## src/common/repack_macros.svh

```systemverilog
`ifndef REPACK_MACROS_SVH
`define REPACK_MACROS_SVH

//////////////////////////////////////////////////////////////////////
// Repack geometry
//////////////////////////////////////////////////////////////////////

// Bits in one pixel unit
`define REPACK_UNIT_BITS 8

// Units in one FIFO word
// Power of two, so position counters wrap on their own
`define REPACK_MAX_UNITS 4

// Word FIFO depth
`define REPACK_FIFO_DEPTH 16

// Read-side enable to output latency in cycles
`define REPACK_OUT_DLY 3

`endif

```

## src/common/repack_pkg.sv

```systemverilog
`include "repack_macros.svh"

package repack_pkg;

    // One pixel unit
    typedef logic [`REPACK_UNIT_BITS-1:0] unit_t;

    // One packed word
    // Unit 0 sits in the low bits
    typedef unit_t [`REPACK_MAX_UNITS-1:0] word_t;

    // Unit position inside a word
    typedef logic [$clog2(`REPACK_MAX_UNITS)-1:0] pos_t;

    // Units per pixel, 0 up to a full word
    // One bit wider than pos_t so a full word fits
    // Zero parks both stations
    typedef logic [$clog2(`REPACK_MAX_UNITS):0] units_t;

endpackage

```

## src/pixel_pack/pixel_pack.sv

```systemverilog
`timescale 1ns/1ps
`include "repack_macros.svh"

module pixel_pack (
    input  logic               CLK_I,
    input  logic               RST_I,
    input  logic               vs,
    input  logic               de,
    input  repack_pkg::units_t units,
    input  repack_pkg::word_t  data,
    output logic               wr_en,
    output repack_pkg::word_t  wr_data
);

    localparam int WORD_BITS = `REPACK_MAX_UNITS * `REPACK_UNIT_BITS;
    localparam int POS_BITS  = $bits(repack_pkg::pos_t);

    // Frame sync edge
    logic                   vs_d;
    logic                   vs_rise;

    // Units per pixel for the running frame
    repack_pkg::units_t     units_q;
    repack_pkg::units_t     units_eff;

    // Fill position and active accumulator half
    repack_pkg::pos_t       pos;
    repack_pkg::pos_t       pos_eff;
    logic                   half;
    logic                   half_eff;
    logic [POS_BITS:0]      pos_sum;
    logic                   wrap;

    // Pixel lanes and the two-word accumulator
    logic [WORD_BITS-1:0]   lane_mask;
    logic [2*WORD_BITS-1:0] pix_shift;
    logic [2*WORD_BITS-1:0] mask_shift;
    logic [2*WORD_BITS-1:0] pix_lane;
    logic [2*WORD_BITS-1:0] mask_lane;
    logic [2*WORD_BITS-1:0] acc;
    logic [2*WORD_BITS-1:0] acc_next;

    //////////////////////////////////////////////////////////////////////
    // Frame start
    //////////////////////////////////////////////////////////////////////

    assign vs_rise = vs & ~vs_d;

    // New unit count and a clean start position on the sync rise
    // Lets a pixel on the rise cycle itself land at bit 0
    assign units_eff = vs_rise ? units : units_q;
    assign pos_eff   = vs_rise ? '0 : pos;
    assign half_eff  = vs_rise ? 1'b0 : half;

    //////////////////////////////////////////////////////////////////////
    // Position and lane placement
    //////////////////////////////////////////////////////////////////////

    // Carry out of the position sum marks a completed word
    assign pos_sum = {1'b0, pos_eff} + units_eff;
    assign wrap    = de & pos_sum[POS_BITS];

    // Keep only the low units of the input pixel
    assign lane_mask = {WORD_BITS{1'b1}} >>
                       ((`REPACK_MAX_UNITS - units_eff) * `REPACK_UNIT_BITS);

    // Move pixel to the fill position, may spill into the upper word
    assign pix_shift  = {{WORD_BITS{1'b0}}, data & lane_mask} <<
                        (pos_eff * `REPACK_UNIT_BITS);
    assign mask_shift = {{WORD_BITS{1'b0}}, lane_mask} <<
                        (pos_eff * `REPACK_UNIT_BITS);

    // Upper half active means the two halves trade places
    assign pix_lane  = half_eff ? {pix_shift[WORD_BITS-1:0], pix_shift[2*WORD_BITS-1:WORD_BITS]}
                                : pix_shift;
    assign mask_lane = half_eff ? {mask_shift[WORD_BITS-1:0], mask_shift[2*WORD_BITS-1:WORD_BITS]}
                                : mask_shift;

    // Merge only the pixel's own units
    assign acc_next = de ? ((acc & ~mask_lane) | pix_lane) : acc;

    //////////////////////////////////////////////////////////////////////
    // Registers
    //////////////////////////////////////////////////////////////////////

    always_ff @(posedge CLK_I) begin
        if (RST_I) begin
            vs_d    <= 1'b0;
            units_q <= '0;
            pos     <= '0;
            half    <= 1'b0;
            wr_en   <= 1'b0;
        end else begin
            vs_d    <= vs;
            units_q <= units_eff;
            pos     <= de ? pos_sum[POS_BITS-1:0] : pos_eff;
            // Flip halves once the active one is full
            half    <= half_eff ^ wrap;
            wr_en   <= wrap;
        end
    end

    // Completed half goes out on the cycle after the last unit arrives
    always_ff @(posedge CLK_I) begin
        acc <= acc_next;
        if (wrap) begin
            wr_data <= half_eff ? acc_next[2*WORD_BITS-1:WORD_BITS]
                                : acc_next[WORD_BITS-1:0];
        end
    end

endmodule

```

## src/word_fifo/word_fifo.sv

```systemverilog
`timescale 1ns/1ps
`include "repack_macros.svh"

module word_fifo #(
    parameter type payload_t = repack_pkg::word_t,
    parameter int  DEPTH     = `REPACK_FIFO_DEPTH
) (
    input  logic     CLK_I,
    input  logic     RST_I,
    input  logic     wr_en,
    input  payload_t wr_data,
    input  logic     rd_en,
    output payload_t rd_data,
    output logic     empty,
    output logic     full
);

    localparam int PTR_BITS = (DEPTH > 1) ? $clog2(DEPTH) : 1;

    typedef logic [PTR_BITS-1:0] ptr_t;
    typedef logic [PTR_BITS:0]   count_t;

    // Storage ring
    payload_t mem [DEPTH];
    ptr_t     wr_ptr;
    ptr_t     rd_ptr;
    count_t   count;

    // Accepted accesses
    logic     wr_ok;
    logic     rd_ok;

    // Pointer step with wrap at any depth
    function automatic ptr_t ptr_inc(input ptr_t ptr);
        return (ptr == ptr_t'(DEPTH - 1)) ? '0 : ptr + 1'b1;
    endfunction

    assign empty = (count == '0);
    assign full  = (count == count_t'(DEPTH));

    // Write when full or read when empty is dropped
    assign wr_ok = wr_en & ~full;
    assign rd_ok = rd_en & ~empty;

    //////////////////////////////////////////////////////////////////////
    // Pointers and fill level
    //////////////////////////////////////////////////////////////////////

    always_ff @(posedge CLK_I) begin
        if (RST_I) begin
            wr_ptr <= '0;
            rd_ptr <= '0;
            count  <= '0;
        end else begin
            if (wr_ok) begin
                wr_ptr <= ptr_inc(wr_ptr);
            end
            if (rd_ok) begin
                rd_ptr <= ptr_inc(rd_ptr);
            end
            case ({wr_ok, rd_ok})
                2'b10:   count <= count + 1'b1;
                2'b01:   count <= count - 1'b1;
                default: count <= count;
            endcase
        end
    end

    // RAM-style port, data one cycle after the read and held until the next
    always_ff @(posedge CLK_I) begin
        if (wr_ok) begin
            mem[wr_ptr] <= wr_data;
        end
        if (rd_ok) begin
            rd_data <= mem[rd_ptr];
        end
    end

endmodule

```

## src/pixel_unpack/pixel_unpack.sv

```systemverilog
`timescale 1ns/1ps
`include "repack_macros.svh"

module pixel_unpack (
    input  logic               CLK_I,
    input  logic               RST_I,
    input  logic               vs_req,
    input  logic               hs_req,
    input  logic               de_req,
    input  repack_pkg::units_t units,
    output logic               rd_en,
    input  repack_pkg::word_t  rd_data,
    output logic               out_vs,
    output logic               out_hs,
    output logic               out_de,
    output repack_pkg::word_t  out_data
);

    localparam int WORD_BITS = `REPACK_MAX_UNITS * `REPACK_UNIT_BITS;
    localparam int POS_BITS  = $bits(repack_pkg::pos_t);
    localparam int DLY       = `REPACK_OUT_DLY;

    // Sync delay chains
    // Tap 0 lags the request by one cycle
    logic [DLY-1:0]         vs_pipe;
    logic [DLY-1:0]         hs_pipe;
    logic [DLY-1:0]         de_pipe;
    logic                   de_d1;
    logic                   de_d2;
    logic                   vs_rise;
    logic                   de_rise;

    // Units per pixel for the running frame
    repack_pkg::units_t     units_q;
    repack_pkg::units_t     units_eff;

    // Read issue
    logic                   pref_armed;
    logic                   prefetch;
    logic                   look_rd;

    // Run counter on the request side
    repack_pkg::pos_t       run_pos;
    repack_pkg::pos_t       run_eff;
    logic [POS_BITS:0]      run_sum;
    logic [POS_BITS:0]      look_sum;

    // Word return into the A/B pair
    logic                   rd_q;
    logic                   ab_sel;
    repack_pkg::word_t      a_q;
    repack_pkg::word_t      b_q;

    // Shift counter on the output side
    repack_pkg::pos_t       sft_pos;
    logic [POS_BITS:0]      sft_sum;
    logic                   order;
    logic [2*WORD_BITS-1:0] pair;
    logic [2*WORD_BITS-1:0] pair_shift;

    assign de_d1 = de_pipe[0];
    // Last tap ahead of the output register
    assign de_d2 = de_pipe[DLY-2];

    assign vs_rise = vs_req & ~vs_pipe[0];
    assign de_rise = de_req & ~de_d1;

    assign units_eff = vs_rise ? units : units_q;
    assign run_eff   = vs_rise ? '0 : run_pos;

    //////////////////////////////////////////////////////////////////////
    // Read requests
    //////////////////////////////////////////////////////////////////////

    // First word of a frame fetched on the first enable rise
    assign prefetch = de_rise & (pref_armed | vs_rise);

    // Next pixel from the current run position
    // Carry means it reaches the word end, so fetch the following word now
    assign look_sum = {1'b0, run_pos} + units_q;
    assign look_rd  = de_d1 & look_sum[POS_BITS];

    assign rd_en = prefetch | look_rd;

    assign run_sum = {1'b0, run_eff} + units_eff;

    //////////////////////////////////////////////////////////////////////
    // Output select
    //////////////////////////////////////////////////////////////////////

    // Even words sit in A, odd words in B
    // order tracks which one holds the current word
    assign sft_sum    = {1'b0, sft_pos} + units_q;
    assign pair       = order ? {a_q, b_q} : {b_q, a_q};
    assign pair_shift = pair >> (sft_pos * `REPACK_UNIT_BITS);

    assign out_vs = vs_pipe[DLY-1];
    assign out_hs = hs_pipe[DLY-1];
    assign out_de = de_pipe[DLY-1];

    always_ff @(posedge CLK_I) begin
        if (RST_I) begin
            vs_pipe    <= '0;
            hs_pipe    <= '0;
            de_pipe    <= '0;
            units_q    <= '0;
            pref_armed <= 1'b0;
            run_pos    <= '0;
            rd_q       <= 1'b0;
            ab_sel     <= 1'b0;
            sft_pos    <= '0;
            order      <= 1'b0;
        end else begin
            vs_pipe <= {vs_pipe[DLY-2:0], vs_req};
            hs_pipe <= {hs_pipe[DLY-2:0], hs_req};
            de_pipe <= {de_pipe[DLY-2:0], de_req};
            units_q <= units_eff;
            // Once per frame
            if (prefetch) begin
                pref_armed <= 1'b0;
            end else if (vs_rise) begin
                pref_armed <= 1'b1;
            end
            run_pos <= de_req ? run_sum[POS_BITS-1:0] : run_eff;
            rd_q    <= rd_en;
            // Alternate A then B from the first read of a frame
            if (vs_rise) begin
                ab_sel <= 1'b0;
            end else if (rd_q) begin
                ab_sel <= ~ab_sel;
            end
            // Step past each delivered pixel
            if (vs_rise) begin
                sft_pos <= '0;
                order   <= 1'b0;
            end else if (de_d2) begin
                sft_pos <= sft_sum[POS_BITS-1:0];
                order   <= order ^ sft_sum[POS_BITS];
            end
        end
    end

    // FIFO data lands one cycle after the read strobe
    always_ff @(posedge CLK_I) begin
        if (rd_q & ~ab_sel) begin
            a_q <= rd_data;
        end
        if (rd_q & ab_sel) begin
            b_q <= rd_data;
        end
        if (de_d2) begin
            out_data <= pair_shift[WORD_BITS-1:0];
        end
    end

endmodule

```

## src/design/repack_top.sv

```systemverilog
`timescale 1ns/1ps
`include "repack_macros.svh"

module repack_top (
    input  logic               CLK_I,
    input  logic               RST_I,
    // Write side video
    input  logic               in_vs,
    input  logic               in_hs,
    input  logic               in_de,
    input  repack_pkg::word_t  in_data,
    input  repack_pkg::units_t in_units,
    // Read side pixel requests
    input  logic               out_vs_req,
    input  logic               out_hs_req,
    input  logic               out_de_req,
    input  repack_pkg::units_t out_units,
    // Rebuilt video
    output logic               out_vs,
    output logic               out_hs,
    output logic               out_de,
    output repack_pkg::word_t  out_data,
    // FIFO status
    output logic               fifo_empty,
    output logic               fifo_full
);

    // Packed word stream
    logic              wr_en;
    repack_pkg::word_t wr_data;
    logic              rd_en;
    repack_pkg::word_t rd_data;

    // Write station
    // Line sync plays no part in packing
    pixel_pack pack_i (
        .CLK_I   (CLK_I),
        .RST_I   (RST_I),
        .vs      (in_vs),
        .de      (in_de),
        .units   (in_units),
        .data    (in_data),
        .wr_en   (wr_en),
        .wr_data (wr_data)
    );

    word_fifo #(
        .payload_t (repack_pkg::word_t),
        .DEPTH     (`REPACK_FIFO_DEPTH)
    ) fifo_i (
        .CLK_I   (CLK_I),
        .RST_I   (RST_I),
        .wr_en   (wr_en),
        .wr_data (wr_data),
        .rd_en   (rd_en),
        .rd_data (rd_data),
        .empty   (fifo_empty),
        .full    (fifo_full)
    );

    // Read station
    pixel_unpack unpack_i (
        .CLK_I    (CLK_I),
        .RST_I    (RST_I),
        .vs_req   (out_vs_req),
        .hs_req   (out_hs_req),
        .de_req   (out_de_req),
        .units    (out_units),
        .rd_en    (rd_en),
        .rd_data  (rd_data),
        .out_vs   (out_vs),
        .out_hs   (out_hs),
        .out_de   (out_de),
        .out_data (out_data)
    );

endmodule

```

## config.mk

```make
export PLATFORM = sky130hd
export DESIGN_NAME = repack_top
export DESIGN_NICKNAME = d
export VERILOG_FILES = /design/src/common/repack_pkg.sv /design/src/pixel_pack/pixel_pack.sv /design/src/word_fifo/word_fifo.sv /design/src/pixel_unpack/pixel_unpack.sv /design/src/design/repack_top.sv
export VERILOG_INCLUDE_DIRS = /design/src /design/src/common
export SDC_FILE = /design/constraint.sdc
export NUM_CORES = 1
export LEC_CHECK = 0
export ABC_AREA = 1
export BUFFER_PORTS_ARGS = -buffer_cell sky130_fd_sc_hd__buf_4
export CORE_MARGIN = 5
export CORE_UTILIZATION = 35
export CTS_CLUSTER_DIAMETER = 120
export DETAILED_ROUTE_END_ITERATION = 8
export PLACE_DENSITY = 0.53
export SETUP_SLACK_MARGIN = 0.1
export SYNTH_ARGS = -nofsm -noshare
export SYNTH_HDL_FRONTEND = slang
export SYNTH_SLANG_ARGS = --single-unit
```

## constraint.sdc

```tcl
create_clock -name CLK_I -period 5.6 [get_ports CLK_I]
set_input_delay 0.56 -clock CLK_I [delete_from_list [all_inputs] [get_ports CLK_I]]
set_output_delay 0.56 -clock CLK_I [all_outputs]
set_load 0.02 [all_outputs]
```

* Yosys cells after proc, flatten, opt, wreduce, memory -nomap -nowiden *
Memory sizes are Yosys's and may differ from the RTL's. A register that Yosys moved wholly into a read port is not among the register bits.
Cells that the tools add are included.

word-level totals
  register bits after elaboration = 233
  memory bits (writable) = 512
  input port bits = 46
  output and inout port bits = 37
  memories = 1

operators by class
  add/subtract/negate cells = 9
  equal/unequal tests = 5
  shifts and indexed selects = 4
  muxes and demuxes = 17
  bitwise logic cells = 24
  reduce and logical (&&, ||, !) cells = 4

memories
  name        depth  bits a word  read ports  clocked after Yosys merged registers in  wr ports  RTL line         text
  fifo_i.mem  16     32           1           1                                        1         word_fifo.sv:24  payload_t mem [DEPTH];

operators by type and width
  kind                                                  count
  two-way mux 64 bit                                    4
  left shift 32 x 5 -> 64 bit                           2
  AND 64 bit                                            1
  NOT 64 bit                                            1
  bitwise OR 64 bit                                     1
  right shift 64 x 5 -> 32 bit                          1
  AND 32 bit                                            1
  two-way mux 32 bit                                    1
  right shift 32 x 32 -> 32 bit (first input constant)  1
  AND 1 bit                                             10
  one-hot mux 5 bit (2 select lines)                    1
  adder 2 x 3 -> 3 bit                                  3
  adder 4 x 1 -> 4 bit (second input constant)          2
  == test 4 bit (second input constant)                 2
  two-way mux 2 bit                                     4
  two-way mux 4 bit                                     2
  two-way mux 3 bit                                     2
  NOT 1 bit                                             6
  adder 5 x 1 -> 5 bit (second input constant)          1
  == test 5 bit (second input constant)                 1
  logical NOT 5 bit                                     1
  subtractor 5 x 1 -> 5 bit (second input constant)     1
  OR reduction 2 bit                                    2
  subtractor 3 x 3 -> 4 bit (first input constant)      1
  other kinds (7)                                       11

* Logic depth before layout (Yosys ltp) *
  depth in word-level cells = 12
  depth in mapped cells = 19

* Hierarchy *
Synthesis repeated with hierarchy kept, for this count alone.

second synthesis, totals
  cell total of the unflattened synthesis = 3,509
  area, all modules = 34,410.5 um^2

by module, submodules not included
  module        times used  cells each  area an instance (um^2)  seq. area each (um^2)
  word_fifo     1           2,234       23,641.4                 16,595.9
  pixel_pack    1           754         5,572.8                  2,402.3
  pixel_unpack  1           521         5,196.2                  3,283.1

* Least setup slack after synthesis *
No wires, ideal clock.

  path kind = in2reg
  from = input in_vs
  to = register pack_i.half
  arrival time = 4.619 ns
  data required time = 5.521 ns
  setup slack = 0.902 ns
  stages on the path = 13
  path buffers = 2
  path through = nand2_4 > nand2_2 > inv_2 > buf_4 > buf_2 > ha_1 > inv_1 > fa_1 > inv_1 > nor2_1 > nor3_1 > o21ai_0 > a21oi_1

between the ends
  cells in the longest elaborated chain, start to end = 5
  elaborated cells on any way between the ends = 7
  classes of those cells = 1 x add/sub; 3 x mux; 3 x bitwise

ends and longest elaborated chain
  item                                                    RTL line                            text
  start: declaration                                      repack_top.sv:8                     input logic in_vs,
  AND 1 bit *                                             pixel_pack.sv:47                    assign vs_rise = vs & ~vs_d;
  two-way mux 2 bit or two-way mux 3 bit (tied branches)  pixel_pack.sv:52, pixel_pack.sv:51
  adder 2 x 3 -> 3 bit *                                  pixel_pack.sv:60                    assign pos_sum = {1'b0, pos_eff} + units_eff;
  AND 1 bit *                                             pixel_pack.sv:61                    assign wrap = de & pos_sum[POS_BITS];
  net pack_i.wrap                                         pixel_pack.sv:32                    logic wrap;
  bitwise XOR 1 bit *                                     pixel_pack.sv:98                    half <= half_eff ^ wrap;
  end signal: assignment                                  pixel_pack.sv:98
  end: declaration                                        pixel_pack.sv:29                    logic half;

Mark *: on every way through the listed nets, which the timed path passes. The rest lies on a longest branch.
A chain may end at the register's enable or synchronous reset.

* Worst setup path in the final report *
  from = register pack_i.vs_d
  to = register pack_i.wr_data[20] (netlist name), data pin

between the ends
  cells in the longest elaborated chain, start to end = 12
  elaborated cells on any way between the ends = 17
  classes of those cells = 1 x add/sub; 3 x shift; 7 x mux; 6 x bitwise

ends and longest elaborated chain
  item                                 RTL line           text
  start: declaration                   pixel_pack.sv:19   logic vs_d;
  start signal: assignment             pixel_pack.sv:94   vs_d <= vs;
  NOT 1 bit *                          pixel_pack.sv:47
  AND 1 bit *                          pixel_pack.sv:47
  two-way mux 3 bit                    pixel_pack.sv:51   assign units_eff = vs_rise ? units : units_q;
  subtractor 3 x 3 -> 4 bit (no line)  --
  right shift 32 x 32 -> 32 bit        pixel_pack.sv:64   assign lane_mask = {WORD_BITS{1'b1}} >>
  left shift 32 x 5 -> 64 bit          pixel_pack.sv:70   assign mask_shift = {{WORD_BITS{1'b0}}, lane_mask} <<
  two-way mux 64 bit                   pixel_pack.sv:76   assign mask_lane = half_eff ? {mask_shift[WORD_BITS-1:0], mask_shift[2*WORD_BITS-1:WORD_BITS]}
  NOT 64 bit                           pixel_pack.sv:80   assign acc_next = de ? ((acc & ~mask_lane) | pix_lane) : acc;
  AND 64 bit                           pixel_pack.sv:80
  bitwise OR 64 bit *                  pixel_pack.sv:80
  two-way mux 64 bit *                 pixel_pack.sv:80
  net pack_i.acc_next[20]              pixel_pack.sv:41   logic [2*WORD_BITS-1:0] acc_next;
  two-way mux 32 bit *                 pixel_pack.sv:107  wr_data <= half_eff ? acc_next[2*WORD_BITS-1:WORD_BITS]
  end signal: assignment               pixel_pack.sv:107
  end: declaration                     pixel_pack.sv:12   output repack_pkg::word_t wr_data

Marked as above.

==> metrics <==
outcome completed; post-layout min period ~3.6 ns; number of global-route vias before repair a little over 20,000; worst-margin pin slew 1.14 ns; crit path buf inv count 3; cts bufs inserted 84; Resize count post-CTS 0; DR DRC count 0; CTS tree yes; EDFF count, synth around 670; Unique masters post-synth 44; first-pass GRT wire length 122,000 um; fin nets between 2,000 and 3,000; Fin. Hold Viols 0; die width approximately 310 um; # IOs 83; Iteration-0 DRC Markers between 1,500 and 2,000; Final Cycle Share 0.651; fillers 8,532; WS Path Type flip-flop to flip-flop; Synth area leaders edfxtp_1 63%, dfxtp_1 6.5%, nand2_1 5.4%; Max-Cap Viols 0; antenna-violating nets left 0; DPL Wire Length ~48,000 um; final setup fails 0; Pwr Density 378 nW/um2; CP Cell Sequence inv_1, nand2_4, nand2_2, inv_2, nand2_2, inv_2, nand4_1, nand3_1, nand3_1, nand2_1, nand2_1; Core Area ~90,000 um2; CTS Sinks just under 800; Setup Skew 0.0255 ns; maximum vdd drop 0.000195 V; Post-Syn Area around 32,000 um2; RSZ-0062 raised after global routing false; die height about 310 um; CP startpoint kind flip-flop; final wirelength around 81,000 um; gp weighted congestion around 0.84; Yosys warning count 0; fraction of layout cells with a size suffix above 1 0.113; global route overflow 0; Site Rows 111; total power approximately 14 mW; routed len/inst approximately 20 um; Clock transition at path regs ~0.060 ns; Initial Utilization 0.351; Area Growth Syn to Fin 14.1%; data required time of the worst path 5.95 ns; Post-CTS Setup Inserts 0; Crit. End Element flip-flop; sequential area share after synthesis 0.694; Yosys top cell by area edfxtp_1; Clk Latency, worst-skew pair about 0.63 ns; largest net degree at the start of global routing between 150 and 200; Min-Delay Path Class input pin to flip-flop; critical path's top delay family simple AND/OR/NAND/NOR gates; PortBufs 81; Post-CTS Hold Buffers 0; initial antenna violation count 4; full die area slightly below 100,000 um2; Vias around 21,000; first-pass iteration count of the detailed router 5; syn nets about 2,800; CP arrival approximately 4.0 ns; leak pwr 12.6 nW; setup TNS 0 ns; H-tree levels 3; max incr delay on CP around 0.66 ns; crit-path max FO 30; FFs w/ async S/R, synth 0; commonest cells after routing, fill and taps aside 672 x edfxtp_1, 459 x nand2_1, 342 x nor2_1; fin. max-slew vios 0; Syn Area/Cell around 12 um2; commonest non-fill, non-tap cell in the layout edfxtp_1; root buf cell clkbuf_16; FF+latch count, synth 777; slowest CP cell inv_2; Top FF cell, synth edfxtp_1; Total GRT Usage 0.159; FMAX about 0.27 GHz; post-DR vias/cell between 5 and 6; Rel. slew slack 0.240; Yosys top cell area share 0.628; CTS max path bufs 3; Synth Instances approximately 2,700
routing by layer:
layer / global-route usage / vias to the layer above / wire length (um)
met1: 0.212 / 10500 / 35100
met5: 0 / - / 0
met3: 0.0260 / 126 / 4190
met4: 0.0431 / 0 / 1730
met2: 0.273 / 615 / 39500
li1: - / 9984 / -
worst paths after layout:
check | cells past startpoint | slack [ns] | endpoint | start
min | 3 | 0.14 | unpack_i.hs_pipe[0] | out_hs_req
min reg2reg | 2 | 0.40 | unpack_i.hs_pipe[2] | unpack_i.hs_pipe[1]
max reg2reg | 11 | 1.95 | pack_i.wr_data[20] | pack_i.vs_d
max | 11 | 1.95 | pack_i.wr_data[20] | pack_i.vs_d
flip-flops by register name (all words and copies together) (netlist names), 5 cells and up:
register,count
pack_i.acc,64
unpack_i.b_q,32
unpack_i.a_q,32
fifo_i.count,5
pack_i.wr_data,32
unpack_i.out_data,32
fifo_i.rd_data,32
fifo_i.mem,512
worst register-to-register path, delay by kind of cell (launching register included):
family | cells | cell delay, ns
buf+inv | 3 | 1.13
flops | 1 | 0.30
simple gates | 8 | 1.94
where the power goes:
part	leakage (nW)	internal, mW	switching (mW)
Sequential	6.95	6.71	0.231
Clock	1.29	3.08	2.23
Combinational	4.35	0.511	1.07
cells in the mapped netlist, types with 4 or more instances:
cell type / number
nand3_1: 247
o22ai_2: 6
a22oi_1: 4
clkbuf_1: 111
buf_2: 37
nand2_1: 459
inv_1: 86
nor4_1: 10
dfxtp_1: 105
nand4_1: 29
o211ai_1: 14
ha_1: 15
clkinv_1: 4
o221ai_1: 51
o21ai_0: 222
nor2_1: 362
a21oi_1: 49
mux2i_1: 69
o22ai_1: 14
nand3_2: 5
nand2_4: 6
buf_1: 13
nand2_2: 17
inv_2: 5
o32ai_1: 77
edfxtp_1: 672
area by class of cell:
class                           instances  area, um2  area share
Clock buffer                          108       2250      0.0615
Sequential cell                       777      22300       0.608
Clock inverter                         48        393      0.0107
Inverter                               96        368      0.0100
Multi-Input combinational cell       1687       8920       0.243
Tap cell                             1186       1480      0.0405
Antenna cell                            2       5.00    0.000137
Timing Repair Buffer                  122        928      0.0253
logic make-up (layout without fill, tap and decap cells):
kind of cell | Yosys count | count (layout) | synth area share
xor+xnor | 4 | 4 | 0.00109
flops | 777 | 777 | 0.694
fa+ha+maj | 18 | 18 | 0.00771
simple gates | 1148 | 1148 | 0.153
buf+inv | 262 | 374 | 0.0332
mux | 69 | 69 | 0.0215
compound gates | 448 | 448 | 0.0893
other cells | 0 | 2 | 0
through the flow:
step | setup slack, ns | util | cell area, um2 | instances | hold slack, ns
finish | 1.95 | 0.401 | 36600 | 4026 | 0.145
global route | 1.72 | 0.401 | 36600 | 4024 | 0.132
CTS | 2.03 | 0.401 | 36600 | 4024 | 0.109
detailed placement | 1.72 | 0.372 | 34000 | 3868 | 0.394
global placement | 1.71 | 0.372 | 34000 | 3868 | 0.392
floorplan | 0.902 | - | 32100 | 2726 | 0.388
Note: power is estimated with default switching activity, not from simulation.
